==> config.mk <==
export PLATFORM = sky130hd
export DESIGN_NAME = periph_sys
export DESIGN_NICKNAME = d
export VERILOG_FILES = /design/src/common/periph_pkg.sv /design/src/periph_sys.sv /design/src/clint/clint_regs.sv /design/src/clint/clint_timer.sv /design/src/boot_ctr/boot_ctr.sv /design/src/iob_split.sv
export VERILOG_INCLUDE_DIRS = /design/src /design/src/common
export SDC_FILE = /design/constraint.sdc
export NUM_CORES = 1
export LEC_CHECK = 0
export ABC_AREA = 1
export BUFFER_PORTS_ARGS = -buffer_cell sky130_fd_sc_hd__buf_2
export CAP_MARGIN = 10
export CORE_MARGIN = 1
export CORE_UTILIZATION = 30
export CTS_BUF_LIST = sky130_fd_sc_hd__clkbuf_4 sky130_fd_sc_hd__clkbuf_8
export CTS_CLUSTER_DIAMETER = 40
export DETAILED_ROUTE_END_ITERATION = 8
export PLACE_DENSITY_LB_ADDON = 0.2
export SLEW_MARGIN = 30
export SYNTH_ARGS = -nofsm -noshare
export SYNTH_HDL_FRONTEND = slang
export SYNTH_HIERARCHICAL = 1
export SYNTH_SLANG_ARGS = --single-unit
==> constraint.sdc <==
create_clock -name clk_i -period 2.3 [get_ports clk_i]
set_clock_uncertainty 0.1 [all_clocks]
set_input_delay 0.46 -clock clk_i [delete_from_list [all_inputs] [get_ports clk_i]]
set_output_delay 0.46 -clock clk_i [all_outputs]
set_load 0.005 [all_outputs]
==> src/common/periph_params.svh <==
`ifndef PERIPH_PARAMS_SVH
`define PERIPH_PARAMS_SVH

// Bus geometry
`define PERIPH_ADDR_W 16
`define PERIPH_DATA_W 32

// Top address bits that pick a slave slot
`define PERIPH_SEL_W 2

// Register offset width inside one slot
`define PERIPH_OFFS_W 8

// Slot map
`define SLV_BOOT_CTR 0
`define SLV_CLINT 1

// CPU reset pulse length in clock cycles
`define CPU_RST_CYCLES 16

`endif
==> src/common/periph_pkg.sv <==
`default_nettype none

`include "periph_params.svh"

package periph_pkg;

  localparam int N_SLOTS = 2 ** `PERIPH_SEL_W;

  // One IOb request beat
  typedef struct packed {
    logic                         avalid;
    logic [`PERIPH_ADDR_W-1:0]    addr;
    logic [`PERIPH_DATA_W-1:0]    wdata;
    logic [`PERIPH_DATA_W/8-1:0]  wstrb;
  } iob_req_t;

  // One IOb response
  typedef struct packed {
    logic [`PERIPH_DATA_W-1:0] rdata;
    logic                      rvalid;
    logic                      ready;
  } iob_resp_t;

  // CLINT register offsets
  localparam logic [`PERIPH_OFFS_W-1:0] CLINT_MSIP        = 8'h00;
  localparam logic [`PERIPH_OFFS_W-1:0] CLINT_MTIMECMP_LO = 8'h08;
  localparam logic [`PERIPH_OFFS_W-1:0] CLINT_MTIMECMP_HI = 8'h0C;
  localparam logic [`PERIPH_OFFS_W-1:0] CLINT_MTIME_LO    = 8'h10;
  localparam logic [`PERIPH_OFFS_W-1:0] CLINT_MTIME_HI    = 8'h14;

  // Byte-enabled merge of a new word into an old one
  function automatic logic [`PERIPH_DATA_W-1:0] strb_merge(
    input logic [`PERIPH_DATA_W-1:0]   old_word,
    input logic [`PERIPH_DATA_W-1:0]   new_word,
    input logic [`PERIPH_DATA_W/8-1:0] strb
  );
    logic [`PERIPH_DATA_W-1:0] merged;
    merged = old_word;
    for (int b = 0; b < `PERIPH_DATA_W / 8; b++) begin
      if (strb[b]) begin
        merged[8*b +: 8] = new_word[8*b +: 8];
      end
    end
    return merged;
  endfunction

endpackage

`default_nettype wire

==> src/periph_sys.sv <==
`timescale 1ns/1ps
`default_nettype none

`include "periph_params.svh"

module periph_sys
  import periph_pkg::*;
(
  input  logic      clk_i,
  input  logic      arst_n_i,
  input  iob_req_t  bus_req_i,
  output iob_resp_t bus_resp_o,
  output logic      boot_o,
  output logic      cpu_reset_o,
  output logic      timer_irq_o,
  output logic      soft_irq_o
);

  localparam logic [N_SLOTS-1:0] SlotMap =
    N_SLOTS'((1 << `SLV_BOOT_CTR) | (1 << `SLV_CLINT));

  wire iob_req_t  [N_SLOTS-1:0] slv_req;
  wire iob_resp_t [N_SLOTS-1:0] slv_resp;

  logic [63:0] mtime;
  logic        load;
  logic        load_hi;
  logic [31:0] load_data;
  logic [3:0]  load_strb;

  iob_split #(
    .SLOT_MAP(SlotMap)
  ) i_iob_split (
    .clk_i   (clk_i),
    .arst_n_i(arst_n_i),
    .m_req_i (bus_req_i),
    .m_resp_o(bus_resp_o),
    .s_req_o (slv_req),
    .s_resp_i(slv_resp)
  );

  // Empty slots are answered inside the split
  for (genvar i = 0; i < N_SLOTS; i++) begin : g_slot
    if (!SlotMap[i]) begin : g_tie
      assign slv_resp[i] = '0;
    end
  end

  boot_ctr i_boot_ctr (
    .clk_i      (clk_i),
    .arst_n_i   (arst_n_i),
    .iob_req_i  (slv_req[`SLV_BOOT_CTR]),
    .iob_resp_o (slv_resp[`SLV_BOOT_CTR]),
    .boot_o     (boot_o),
    .cpu_reset_o(cpu_reset_o)
  );

  clint_regs i_clint_regs (
    .clk_i      (clk_i),
    .arst_n_i   (arst_n_i),
    .iob_req_i  (slv_req[`SLV_CLINT]),
    .iob_resp_o (slv_resp[`SLV_CLINT]),
    .mtime_i    (mtime),
    .load_o     (load),
    .load_hi_o  (load_hi),
    .load_data_o(load_data),
    .load_strb_o(load_strb),
    .timer_irq_o(timer_irq_o),
    .soft_irq_o (soft_irq_o)
  );

  clint_timer i_clint_timer (
    .clk_i      (clk_i),
    .arst_n_i   (arst_n_i),
    .load_i     (load),
    .load_hi_i  (load_hi),
    .load_data_i(load_data),
    .load_strb_i(load_strb),
    .mtime_o    (mtime)
  );

endmodule

`default_nettype wire

==> src/clint/clint_regs.sv <==
`timescale 1ns/1ps
`default_nettype none

`include "periph_params.svh"

module clint_regs
  import periph_pkg::*;
(
  input  logic        clk_i,
  input  logic        arst_n_i,
  input  iob_req_t    iob_req_i,
  output iob_resp_t   iob_resp_o,
  input  logic [63:0] mtime_i,
  output logic        load_o,
  output logic        load_hi_o,
  output logic [31:0] load_data_o,
  output logic [3:0]  load_strb_o,
  output logic        timer_irq_o,
  output logic        soft_irq_o
);

  localparam int OffsW = `PERIPH_OFFS_W;

  logic [OffsW-1:0] offs;
  logic             wr;
  logic             rd;
  logic             msip_q;
  logic [63:0]      mtimecmp_q;
  logic             timer_irq_q;
  logic [31:0]      rdata_d;
  logic [31:0]      rdata_q;
  logic             rvalid_q;

  assign offs = iob_req_i.addr[OffsW-1:0];
  assign wr   = iob_req_i.avalid && (iob_req_i.wstrb != '0);
  assign rd   = iob_req_i.avalid && (iob_req_i.wstrb == '0);

  always_ff @(posedge clk_i or negedge arst_n_i) begin
    if (!arst_n_i) begin
      msip_q     <= 1'b0;
      mtimecmp_q <= '1;
    end else if (wr) begin
      case (offs)
        CLINT_MSIP: begin
          if (iob_req_i.wstrb[0]) begin
            msip_q <= iob_req_i.wdata[0];
          end
        end
        CLINT_MTIMECMP_LO: begin
          mtimecmp_q[31:0] <= strb_merge(mtimecmp_q[31:0], iob_req_i.wdata,
                                         iob_req_i.wstrb);
        end
        CLINT_MTIMECMP_HI: begin
          mtimecmp_q[63:32] <= strb_merge(mtimecmp_q[63:32], iob_req_i.wdata,
                                          iob_req_i.wstrb);
        end
        default: ;
      endcase
    end
  end

  // mtime writes go to the counter as a load
  assign load_o      = wr && ((offs == CLINT_MTIME_LO) || (offs == CLINT_MTIME_HI));
  assign load_hi_o   = (offs == CLINT_MTIME_HI);
  assign load_data_o = iob_req_i.wdata;
  assign load_strb_o = iob_req_i.wstrb;

  always_comb begin
    case (offs)
      CLINT_MSIP:        rdata_d = {31'b0, msip_q};
      CLINT_MTIMECMP_LO: rdata_d = mtimecmp_q[31:0];
      CLINT_MTIMECMP_HI: rdata_d = mtimecmp_q[63:32];
      CLINT_MTIME_LO:    rdata_d = mtime_i[31:0];
      CLINT_MTIME_HI:    rdata_d = mtime_i[63:32];
      default:           rdata_d = '0;
    endcase
  end

  always_ff @(posedge clk_i) begin
    if (rd) begin
      rdata_q <= rdata_d;
    end
  end

  always_ff @(posedge clk_i or negedge arst_n_i) begin
    if (!arst_n_i) begin
      rvalid_q    <= 1'b0;
      timer_irq_q <= 1'b0;
    end else begin
      rvalid_q    <= rd;
      timer_irq_q <= (mtime_i >= mtimecmp_q);
    end
  end

  assign iob_resp_o.rdata  = rdata_q;
  assign iob_resp_o.rvalid = rvalid_q;
  assign iob_resp_o.ready  = 1'b1;

  assign timer_irq_o = timer_irq_q;
  assign soft_irq_o  = msip_q;

endmodule

`default_nettype wire

==> src/clint/clint_timer.sv <==
`timescale 1ns/1ps
`default_nettype none

`include "periph_params.svh"

module clint_timer
  import periph_pkg::*;
(
  input  logic                          clk_i,
  input  logic                          arst_n_i,
  input  logic                          load_i,
  input  logic                          load_hi_i,
  input  logic [`PERIPH_DATA_W-1:0]     load_data_i,
  input  logic [`PERIPH_DATA_W/8-1:0]   load_strb_i,
  output logic [63:0]                   mtime_o
);

  logic [63:0] mtime_q;
  logic [63:0] mtime_d;

  // A load replaces the increment for that cycle
  always_comb begin
    mtime_d = mtime_q + 64'd1;
    if (load_i) begin
      mtime_d = mtime_q;
      if (load_hi_i) begin
        mtime_d[63:32] = strb_merge(mtime_q[63:32], load_data_i, load_strb_i);
      end else begin
        mtime_d[31:0] = strb_merge(mtime_q[31:0], load_data_i, load_strb_i);
      end
    end
  end

  always_ff @(posedge clk_i or negedge arst_n_i) begin
    if (!arst_n_i) begin
      mtime_q <= '0;
    end else begin
      mtime_q <= mtime_d;
    end
  end

  assign mtime_o = mtime_q;

endmodule

`default_nettype wire

==> src/boot_ctr/boot_ctr.sv <==
`timescale 1ns/1ps
`default_nettype none

`include "periph_params.svh"

module boot_ctr
  import periph_pkg::*;
(
  input  logic      clk_i,
  input  logic      arst_n_i,
  input  iob_req_t  iob_req_i,
  output iob_resp_t iob_resp_o,
  output logic      boot_o,
  output logic      cpu_reset_o
);

  localparam int OffsW = `PERIPH_OFFS_W;
  localparam int CntW  = $clog2(`CPU_RST_CYCLES + 1);

  logic [OffsW-1:0] offs;
  logic             is_ctrl;
  logic             wr;
  logic             rd;
  logic             boot_q;
  logic [CntW-1:0]  rst_cnt_q;
  logic             rst_active;
  logic [31:0]      rdata_q;
  logic             rvalid_q;

  assign offs    = iob_req_i.addr[OffsW-1:0];
  assign is_ctrl = (offs == '0);
  assign wr      = iob_req_i.avalid && (iob_req_i.wstrb != '0);
  assign rd      = iob_req_i.avalid && (iob_req_i.wstrb == '0);

  assign rst_active = (rst_cnt_q != '0);

  always_ff @(posedge clk_i or negedge arst_n_i) begin
    if (!arst_n_i) begin
      boot_q <= 1'b1;
    end else if (wr && is_ctrl && iob_req_i.wstrb[0]) begin
      boot_q <= iob_req_i.wdata[0];
    end
  end

  // CPU reset pulse, loaded at power-up and on software request
  always_ff @(posedge clk_i or negedge arst_n_i) begin
    if (!arst_n_i) begin
      rst_cnt_q <= CntW'(`CPU_RST_CYCLES);
    end else if (wr && is_ctrl && iob_req_i.wstrb[0] && iob_req_i.wdata[1]) begin
      rst_cnt_q <= CntW'(`CPU_RST_CYCLES);
    end else if (rst_active) begin
      rst_cnt_q <= rst_cnt_q - 1'b1;
    end
  end

  always_ff @(posedge clk_i or negedge arst_n_i) begin
    if (!arst_n_i) begin
      rvalid_q <= 1'b0;
    end else begin
      rvalid_q <= rd;
    end
  end

  always_ff @(posedge clk_i) begin
    if (rd) begin
      rdata_q <= is_ctrl ? {30'b0, rst_active, boot_q} : '0;
    end
  end

  assign iob_resp_o.rdata  = rdata_q;
  assign iob_resp_o.rvalid = rvalid_q;
  assign iob_resp_o.ready  = 1'b1;

  assign boot_o      = boot_q;
  assign cpu_reset_o = rst_active;

endmodule

`default_nettype wire

==> src/iob_split.sv <==
`timescale 1ns/1ps
`default_nettype none

`include "periph_params.svh"

module iob_split
  import periph_pkg::*;
#(
  parameter logic [N_SLOTS-1:0] SLOT_MAP = '1
) (
  input  logic                      clk_i,
  input  logic                      arst_n_i,
  input  iob_req_t                  m_req_i,
  output iob_resp_t                 m_resp_o,
  output iob_req_t  [N_SLOTS-1:0]   s_req_o,
  input  iob_resp_t [N_SLOTS-1:0]   s_resp_i
);

  localparam int AddrW = `PERIPH_ADDR_W;
  localparam int SelW  = `PERIPH_SEL_W;

  logic [SelW-1:0] sel;
  logic            m_ready;
  logic            rd_accept;
  logic [SelW-1:0] rd_sel_q;
  logic            unmapped_rvalid_q;

  assign sel = m_req_i.addr[AddrW-1 -: SelW];

  // Request fans out, avalid only to the addressed slot
  always_comb begin
    for (int i = 0; i < N_SLOTS; i++) begin
      s_req_o[i]        = m_req_i;
      s_req_o[i].avalid = m_req_i.avalid && (sel == SelW'(i));
    end
  end

  // Unmapped slots accept at once
  assign m_ready   = SLOT_MAP[sel] ? s_resp_i[sel].ready : 1'b1;
  assign rd_accept = m_req_i.avalid && m_ready && (m_req_i.wstrb == '0);

  always_ff @(posedge clk_i or negedge arst_n_i) begin
    if (!arst_n_i) begin
      rd_sel_q          <= '0;
      unmapped_rvalid_q <= 1'b0;
    end else begin
      if (rd_accept) begin
        rd_sel_q <= sel;
      end
      unmapped_rvalid_q <= rd_accept && !SLOT_MAP[sel];
    end
  end

  // Response from the slot that took the last read
  always_comb begin
    m_resp_o.ready = m_ready;
    if (SLOT_MAP[rd_sel_q]) begin
      m_resp_o.rdata  = s_resp_i[rd_sel_q].rdata;
      m_resp_o.rvalid = s_resp_i[rd_sel_q].rvalid;
    end else begin
      m_resp_o.rdata  = '0;
      m_resp_o.rvalid = unmapped_rvalid_q;
    end
  end

endmodule

`default_nettype wire

# After elaboration in Yosys (flattened, before gate mapping)
# Cells that the tools add are included.
totals:
  out_inout_bits: 38
  elab_cells: 101
  reg_bits: 205
op_classes:
  addsub: 2
  n_eq_ne: 11
  mux: 20
  order_cmp: 3
  reduce_logical: 38
ops:
  columns: ["op", "n"]
  rows:
  - ["case mux 32 bit (5 select lines)", 1]
  - ["binary-select mux 34 bit (select 2 bit)", 2]
  - ["adder 64 x 1 -> 64 bit (second input constant)", 1]
  - [">= comparator 64 bit", 1]
  - ["2-to-1 mux 32 bit", 2]
  - ["2-to-1 mux 64 bit", 1]
  - ["2-to-1 mux 34 bit", 1]
  - ["2-to-1 mux 33 bit", 1]
  - ["2-to-1 mux 8 bit", 4]
  - ["AND reduction 3 bit", 9]
  - ["== test 8 x 4 -> 1 bit (second input constant)", 2]
  - ["== test 8 x 5 -> 1 bit (second input constant)", 2]
  - ["AND reduction 2 bit", 8]
  - ["logical AND 1 bit", 13]
  - ["!= test 2 bit (second input constant)", 6]
  - ["2-to-1 mux 5 bit", 2]
  - ["zero test 8 bit", 1]
  - ["< comparator 2 x 3 -> 1 bit (second input constant)", 2]
  - ["nonzero test 5 bit", 1]
  - ["subtractor 5 x 1 -> 5 bit (second input constant)", 1]
  - ["binary-select mux 1 bit (select 2 bit)", 2]
  - ["zero test 4 bit", 1]
  - ["2-to-1 mux 1 bit", 4]
  - ["nonzero test 4 bit", 1]
  - ["5 further kinds", 5]

# Depth between registers and ports, before layout
# Gate-level depths: netlist (run 1).
depth:
  word_depth: 7
  mapped_depth: 15
  ltp_nobuf: 15

# Modules after synthesis
# The synthesis (run 1) kept the hierarchy.
modules_own_cells:
  columns: ["module", "n_inst", "seq_area_each_um2", "area_per_inst_um2", "cells_each"]
  rows:
  - ["clint_regs", 1, 2717.6, 6560.0, 783]
  - ["clint_timer", 1, 1601.5, 5079.9, 834]
  - ["iob_split", 1, 75.1, 2257.2, 347]
  - ["boot_ctr", 1, 237.7, 749.5, 97]
  - ["periph_sys", 1, 0.0, 3.8, 1]

# Worst setup path after synthesis (run 1)
# No wires, ideal clock.
synth_path:
  path_type: "input -> register"
  startpoint: "input bus_req_i[50] (netlist bit)"
  endpoint: "register i_clint_regs.rdata_q[0] (enable)"
  path_stages: 4
  required_time_ps: 1778
  n_path_buf: 0
  slack_ps: -382
  arrival_time_ps: 2159
  path_cell_list: "inv_1 nor3_1 inv_1 nor2_1"
synth_rtl:
  columns: ["item", "line_no", "text"]
  rows:
  - ["from (decl)", "periph_sys.sv:11", "input iob_req_t bus_req_i,"]
  - ["to (signal assigned)", "clint_regs.sv:81", "rdata_q <= rdata_d;"]
  - ["to (decl)", "clint_regs.sv:31", "logic [31:0] rdata_q;"]

# Worst setup path in the final report (run 1)
layout_path:
  startpoint: "register i_clint_regs.mtimecmp_q[15]"
  endpoint: "register i_clint_regs.timer_irq_q, in the netlist i_clint_regs/timer_irq_o"
layout_via:
  elab_chain_cells: 1
layout_rtl:
  columns: ["item", "line_no", "text"]
  rows:
  - ["from (decl)", "clint_regs.sv:28", "logic [63:0] mtimecmp_q;"]
  - ["from (signal assigned)", "clint_regs.sv:50", "mtimecmp_q[31:0] <= strb_merge(mtimecmp_q[31:0], iob_req_i.wdata,"]
  - [">= comparator 64 bit", "clint_regs.sv:91", "timer_irq_q <= (mtime_i >= mtimecmp_q);"]
  - ["to (signal assigned)", "clint_regs.sv:91", null]
  - ["to (decl)", "clint_regs.sv:29", "logic timer_irq_q;"]
# Every way passes these cells.
# A chain may end at the register's enable or synchronous reset.

==> flow_summary.yaml, run 1 <==
status:
  status: "complete, no violations"
pwr:
  clockPowerShare_pct: 26.9
  swShare_pct: 35.0
  powerDensity_nw_per_um2: 513
  power_leakage_nw: 6.65
  switchingPower_mw: 2.72
  peakVddDrop_mv: 0.358
  power_frac_seq_pct: 46.7
  p_int_mw: 5.06
  combPwrFrac_pct: 26.4
setup_path:
  worst-path-buf-inv: 1
  critical_path_arrival_ns: 2.56
  startpoint: "i_clint_regs/mtimecmp_q[15]"
  critical-path-max-stage-delay_ns: 0.55
  critPathKind: "flip-flop to flip-flop"
  crit_chain: "inv_1 -> ha_1 -> nand2_1 -> nor2_1 -> nand2_1 -> nor2_1 -> nor2_1 -> nand2_1 -> nand2_1 -> nand2_1 -> nand2_1 -> nand2_1"
  worstSetupEndpointType: "flip-flop"
  path_common_cell: "nand2_1"
  cp_max_fo: 3
  cp.required_ns: 2.67
  startpoint_type: "flip-flop"
  cp_slowest_cell: "dfstp_2"
  cp_top_family: "simple AND/OR/NAND/NOR gates"
  worstReg2RegStart: "i_clint_regs/mtimecmp_q[15]"
floorplanning:
  fp.dieW_um: 214
  initial_core_util_pct: 30.5
  ios: 93
  rows: 77
  fp.coreArea_um2: 44300
  die-area_um2: 45900
  die_h_um: 214
timing:
  rsz0062_at_grt: "no"
  relSlewSlack_pct: 58.1
  final-max-slew-violation-count: 0
  finalCritPeriodShare_pct: 95.2
  tightest_slew_ns: 0.623
  fin_ws_ns: 0.111
  period_needed_ns: 2.19
  setup_viol: 0
  final_hold_viol_count: 0
  tns_ns: 0
  fmax_mhz: 457
synth:
  avgSynthCellArea_um2: 7.08
  postSynthCellCount: 1909
  netlist_area_um2: 13500
  ys.warnings.count: 6
detailed_routing:
  dr.pass1.iters: 5
  drtAntennaViolNets: 0
  drc: 0
  wl_per_cell_um: 17.3
  avgViaCountPerCell: 4.71
  wl_mm: 45.0
  vias: 12300
  drt_iter0_drc: 898
placed_design:
  placed_cells: 2572
  post-place-ws_ns: -0.136
  portBuffers: 86
  dpl_cell_area_um2: 14700
  place_congestion: 0.925
  hpwl_mm: 36.2
finish:
  num_antenna_cells: 0
  seq_area_um2: 4640
  fillers: 4837
  final_cell_mix: "nand2_1, nor2_1, inv_1"
  syn_to_final_growth_pct: 12.2
  fin_cells: 2607
  drive_above_1_share_pct: 20.8
  final_nets: 2123
  layout_commonest_cell: "nand2_1"
  final_area_um2: 15200
  multi_input_area_um2: 6910
  utilization_pct: 34.2
min_path:
  worstHoldPathType: "primary input to flip-flop"
  min_from: "bus_req_i[29]"
global_route:
  grt_pass1_vias: 12000
  antenna_found_initial: 1
  grt_use_total_pct: 19.9
  grt_pass1_wl_mm: 70.3
  gr-total-overflow: 0
  grt_max_degree: 61
clock_tree:
  ctsLongestPathBuffers: 2
  clockRootBuffer: "clkbuf_8"
  cts-htree-levels: 4
  clk_latency_ns: 0.53
  cts_tree: "yes"
  numCtsBuffers: 17
  clock-sinks: 175
  cts.clk_slew.worst_paths_ns: 0.10
job:
  max_cap_viol_count: 0
[final cells by class]
class,instances,share of cell area [%]
Timing Repair Buffer,217,10.5
Tap cell,592,4.89
Clock inverter,9,0.396
Inverter,237,5.96
Sequential cell,175,30.6
Clock buffer,23,2.01
Multi-Input combinational cell,1353,45.6
Timing Repair inverter,1,0.0330
[metrics by stage]
step | total power, mW | hold slack, ns
final | 7.77 | 0.0733
after global routing | 8.29 | 0.0554
after CTS | 7.85 | 0.0361
after detailed placement | 5.70 | 0.253
after global placement | 5.66 | 0.248
after floorplan | 5.00 | 0.0644
[power groups by stage]
stage	Sequential (mW)	Combinational (mW)	Clock, mW
after floorplan	3.63	1.38	0
after global routing	3.66	2.35	2.28
after CTS	3.62	2.05	2.18
after detailed placement	3.67	2.03	0
final	3.63	2.06	2.09
after global placement	3.67	1.99	0
[repair_timing]
| action | CTS | global route |
|---|---|---|
| setup endpoints to repair | 21 | 31 |
| pin swaps | 0 | 0 |
| gates resized for setup | 4 | 10 |
| hold buffers | 1 | 0 |
| cloned | 0 | 1 |
| buffers inserted | 0 | 1 |
| endpoints found under the hold margin | 25 | 0 |
[final timing paths]
check,end,slack [ns],cells after the start
max,i_clint_regs/timer_irq_o,0.11,12
min,i_clint_regs/mtimecmp_q[57],0.07,3
max reg2reg,i_clint_regs/timer_irq_o,0.11,12
min reg2reg,i_clint_regs/mtimecmp_q[44],0.38,2
max in group asynchronous,i_clint_regs/mtimecmp_q[55],1.12,3
min in group asynchronous,i_boot_ctr/rst_cnt_q[3],0.26,2
[worst reg2reg max path: cells and delay by family, from the launching register on]
kind	cells	cell delay, ns
adder cells (fa/ha/maj)	1	0.29
flip-flops	1	0.55
buffers and inverters	1	0.05
AND/OR/NAND/NOR	10	1.15
[sequential cells by signal, summed over array words and instances (netlist names)]
signal                         count
i_iob_split/unmapped_rvalid_q      1
i_clint_regs/timer_irq_o           1
i_clint_regs/rdata_q              32
i_iob_split/rd_sel_q               2
i_clint_regs/rvalid_q              1
i_clint_timer/mtime_o             64
i_boot_ctr/boot_o                  1
i_boot_ctr/rdata_q                 2
i_clint_regs/mtimecmp_q           64
i_clint_regs/soft_irq_o            1
i_boot_ctr/rvalid_q                1
i_boot_ctr/rst_cnt_q               5
[metal layers]
layer	routed length (µm)	global-route usage [%]	vias to the layer above	share of wire (%)
li1	-	-	6159	-
met5	12	0	-	0.027
met3	1760	3.02	31	3.9
met1	21900	27.7	5831	49
met2	20700	32.2	248	46
met4	627	4.64	2	1.4
No activity file was read; power rests on OpenSTA's default activity.
==> run 2: changes to the inputs <==
--- a/config.mk
+++ b/config.mk
@@ -15,6 +15,7 @@
 export CTS_CLUSTER_DIAMETER = 40
 export DETAILED_ROUTE_END_ITERATION = 8
 export PLACE_DENSITY_LB_ADDON = 0.2
+export REMOVE_ABC_BUFFERS = 1
 export SLEW_MARGIN = 30
 export SYNTH_ARGS = -nofsm -noshare
 export SYNTH_HDL_FRONTEND = slang
==> flow_summary.yaml, run 2 (same netlist as run 1, synthesis figures left out) <==
status:
  status: "complete, no violations"
setup_path:
  critPathKind: "flip-flop to primary output"
  crit_chain: "clkinv_8 -> clkbuf_16 -> nor2_2 -> nor2_1 -> buf_2"
  r2r_cells: 9
  cp.depth: 5
  worst-path-buf-inv: 3
  startpoint_type: "flip-flop"
  critical-path-max-stage-delay_ns: 0.48
  critical_path_arrival_ns: 1.63
  worstSetupEndpointType: "primary output"
  cp.required_ns: 1.74
  cp_slowest_cell: "dfrtp_2"
  cp_top_family: "flip-flops"
  cp_max_fo: 12
detailed_routing:
  dr.pass1.iters: 5
  drc: 0
  avgViaCountPerCell: 4.65
  drt_iter0_drc: 887
  vias: 12200
  wl_per_cell_um: 17.1
  drtAntennaViolNets: 0
  wl_mm: 44.7
timing:
  fin_ws_ns: 0.109
  rsz0062_at_grt: "yes"
  relSlewSlack_pct: 63.5
  tightest_slew_ns: 0.548
  setup_viol: 0
  period_needed_ns: 2.19
  finalCritPeriodShare_pct: 95.3
  fmax_mhz: 456
  final-max-slew-violation-count: 0
  final_hold_viol_count: 0
finish:
  num_antenna_cells: 0
  layout_commonest_cell: "nand2_1"
  final_cell_mix: "nand2_1, nor2_1, inv_1"
  fillers: 4845
  drive_above_1_share_pct: 21.5
  syn_to_final_growth_pct: 12.5
  final_nets: 2137
  fin_cells: 2621
global_route:
  gr-total-overflow: 0
  grt_pass1_vias: 11900
  grt_use_total_pct: 19.7
  grt_pass1_wl_mm: 68.9
  antenna_found_initial: 0
  grt_max_degree: 50
pwr:
  power_mw: 7.86
  powerDensity_nw_per_um2: 517
  peakVddDrop_mv: 0.277
  power_leakage_nw: 6.70
placed_design:
  portBuffers: 86
  post-place-ws_ns: -0.0659
  hpwl_mm: 35.4
  placed_cells: 2586
  place_congestion: 0.959
floorplanning:
  die_h_um: 214
  die-area_um2: 45900
  ios: 93
  fp.coreArea_um2: 44300
  rows: 77
  initial_core_util_pct: 30.5
  fp.dieW_um: 214
clock_tree:
  ctsLongestPathBuffers: 2
  clk_latency_ns: 0.53
  cts.clk_slew.worst_paths_ns: 0.10
  clock-sinks: 175
  cts-htree-levels: 4
  numCtsBuffers: 17
  cts_tree: "yes"
  clockRootBuffer: "clkbuf_8"
job:
  max_cap_viol_count: 0
min_path:
  worstHoldPathType: "primary input to flip-flop"
  whs_path_depth: 3
-- run 2: path summary, 6_finish.rpt --
check / startpoint / end / slack [ns]
worst max-delay path: i_iob_split/rd_sel_q[0] / bus_resp_o[32] / 0.11
worst min-delay path: bus_req_i[19] / i_clint_regs/mtimecmp_q[47] / 0.07
worst max register to register: i_clint_timer/mtime_o[15] / i_clint_timer/mtime_o[43] / 0.14
worst min register to register: i_boot_ctr/boot_o / i_boot_ctr/boot_o / 0.38
max in group asynchronous: arst_n_i / i_clint_regs/mtimecmp_q[17] / 1.07
min in group asynchronous: arst_n_i / i_boot_ctr/rst_cnt_q[3] / 0.36
-- run 2: final cells by class --
type / count / area [µm²] / area share [%]
inverters: 237 / 905 / 5.95
repair buffers: 232 / 1690 / 11.1
flip-flops and latches: 175 / 4630 / 30.5
well taps: 592 / 741 / 4.87
clock buffers: 23 / 285 / 1.88
multi-input cells: 1353 / 6890 / 45.3
clock inverters: 9 / 63.8 / 0.420
-- run 2: through the flow --
step	hold slack (ns)	setup TNS (ns)	area (µm²)	utilization (%)
final	0.0723	0	15200	34.3
after global routing	0.0455	-0.0441	15200	34.3
after CTS	0.0195	0	15100	34.1
after detailed placement	0.365	-0.904	14700	33.3
after global placement	0.357	-0.725	14700	33.3
after floorplan	0.0644	-227.38	12400	-
-- run 2: timing repair --
| item | in CTS | in global routing |
|---|---|---|
| endpoints found under the setup margin | 33 | 32 |
| gates cloned | 0 | 1 |
| pin swaps | 1 | 0 |
| setup buffers | 1 | 0 |
| hold buffers | 1 | 0 |
| hold endpoints to repair | 13 | 0 |
| gates resized for setup | 4 | 14 |
-- run 2: report_power, final --
group | switching [mW] | total, mW | internal (mW)
sequential | 0.219 | 3.57 | 3.35
clock | 1.21 | 2.04 | 0.830
combinational | 1.34 | 2.25 | 0.909
-- run 2: metal layers --
layer | vias to the layer above | share of wire (%) | track usage [%]
met5 | - | 0 | 0
met4 | 0 | 2.1 | 5.64
met3 | 45 | 3.6 | 2.89
met2 | 223 | 47 | 32.9
met1 | 5710 | 47 | 26.2
li1 | 6204 | - | -
-- run 2: worst min-delay path: stages --
cell and delay [ns]:
buf_2 0.12, inv_1 0.08, o21ai_2 0.06
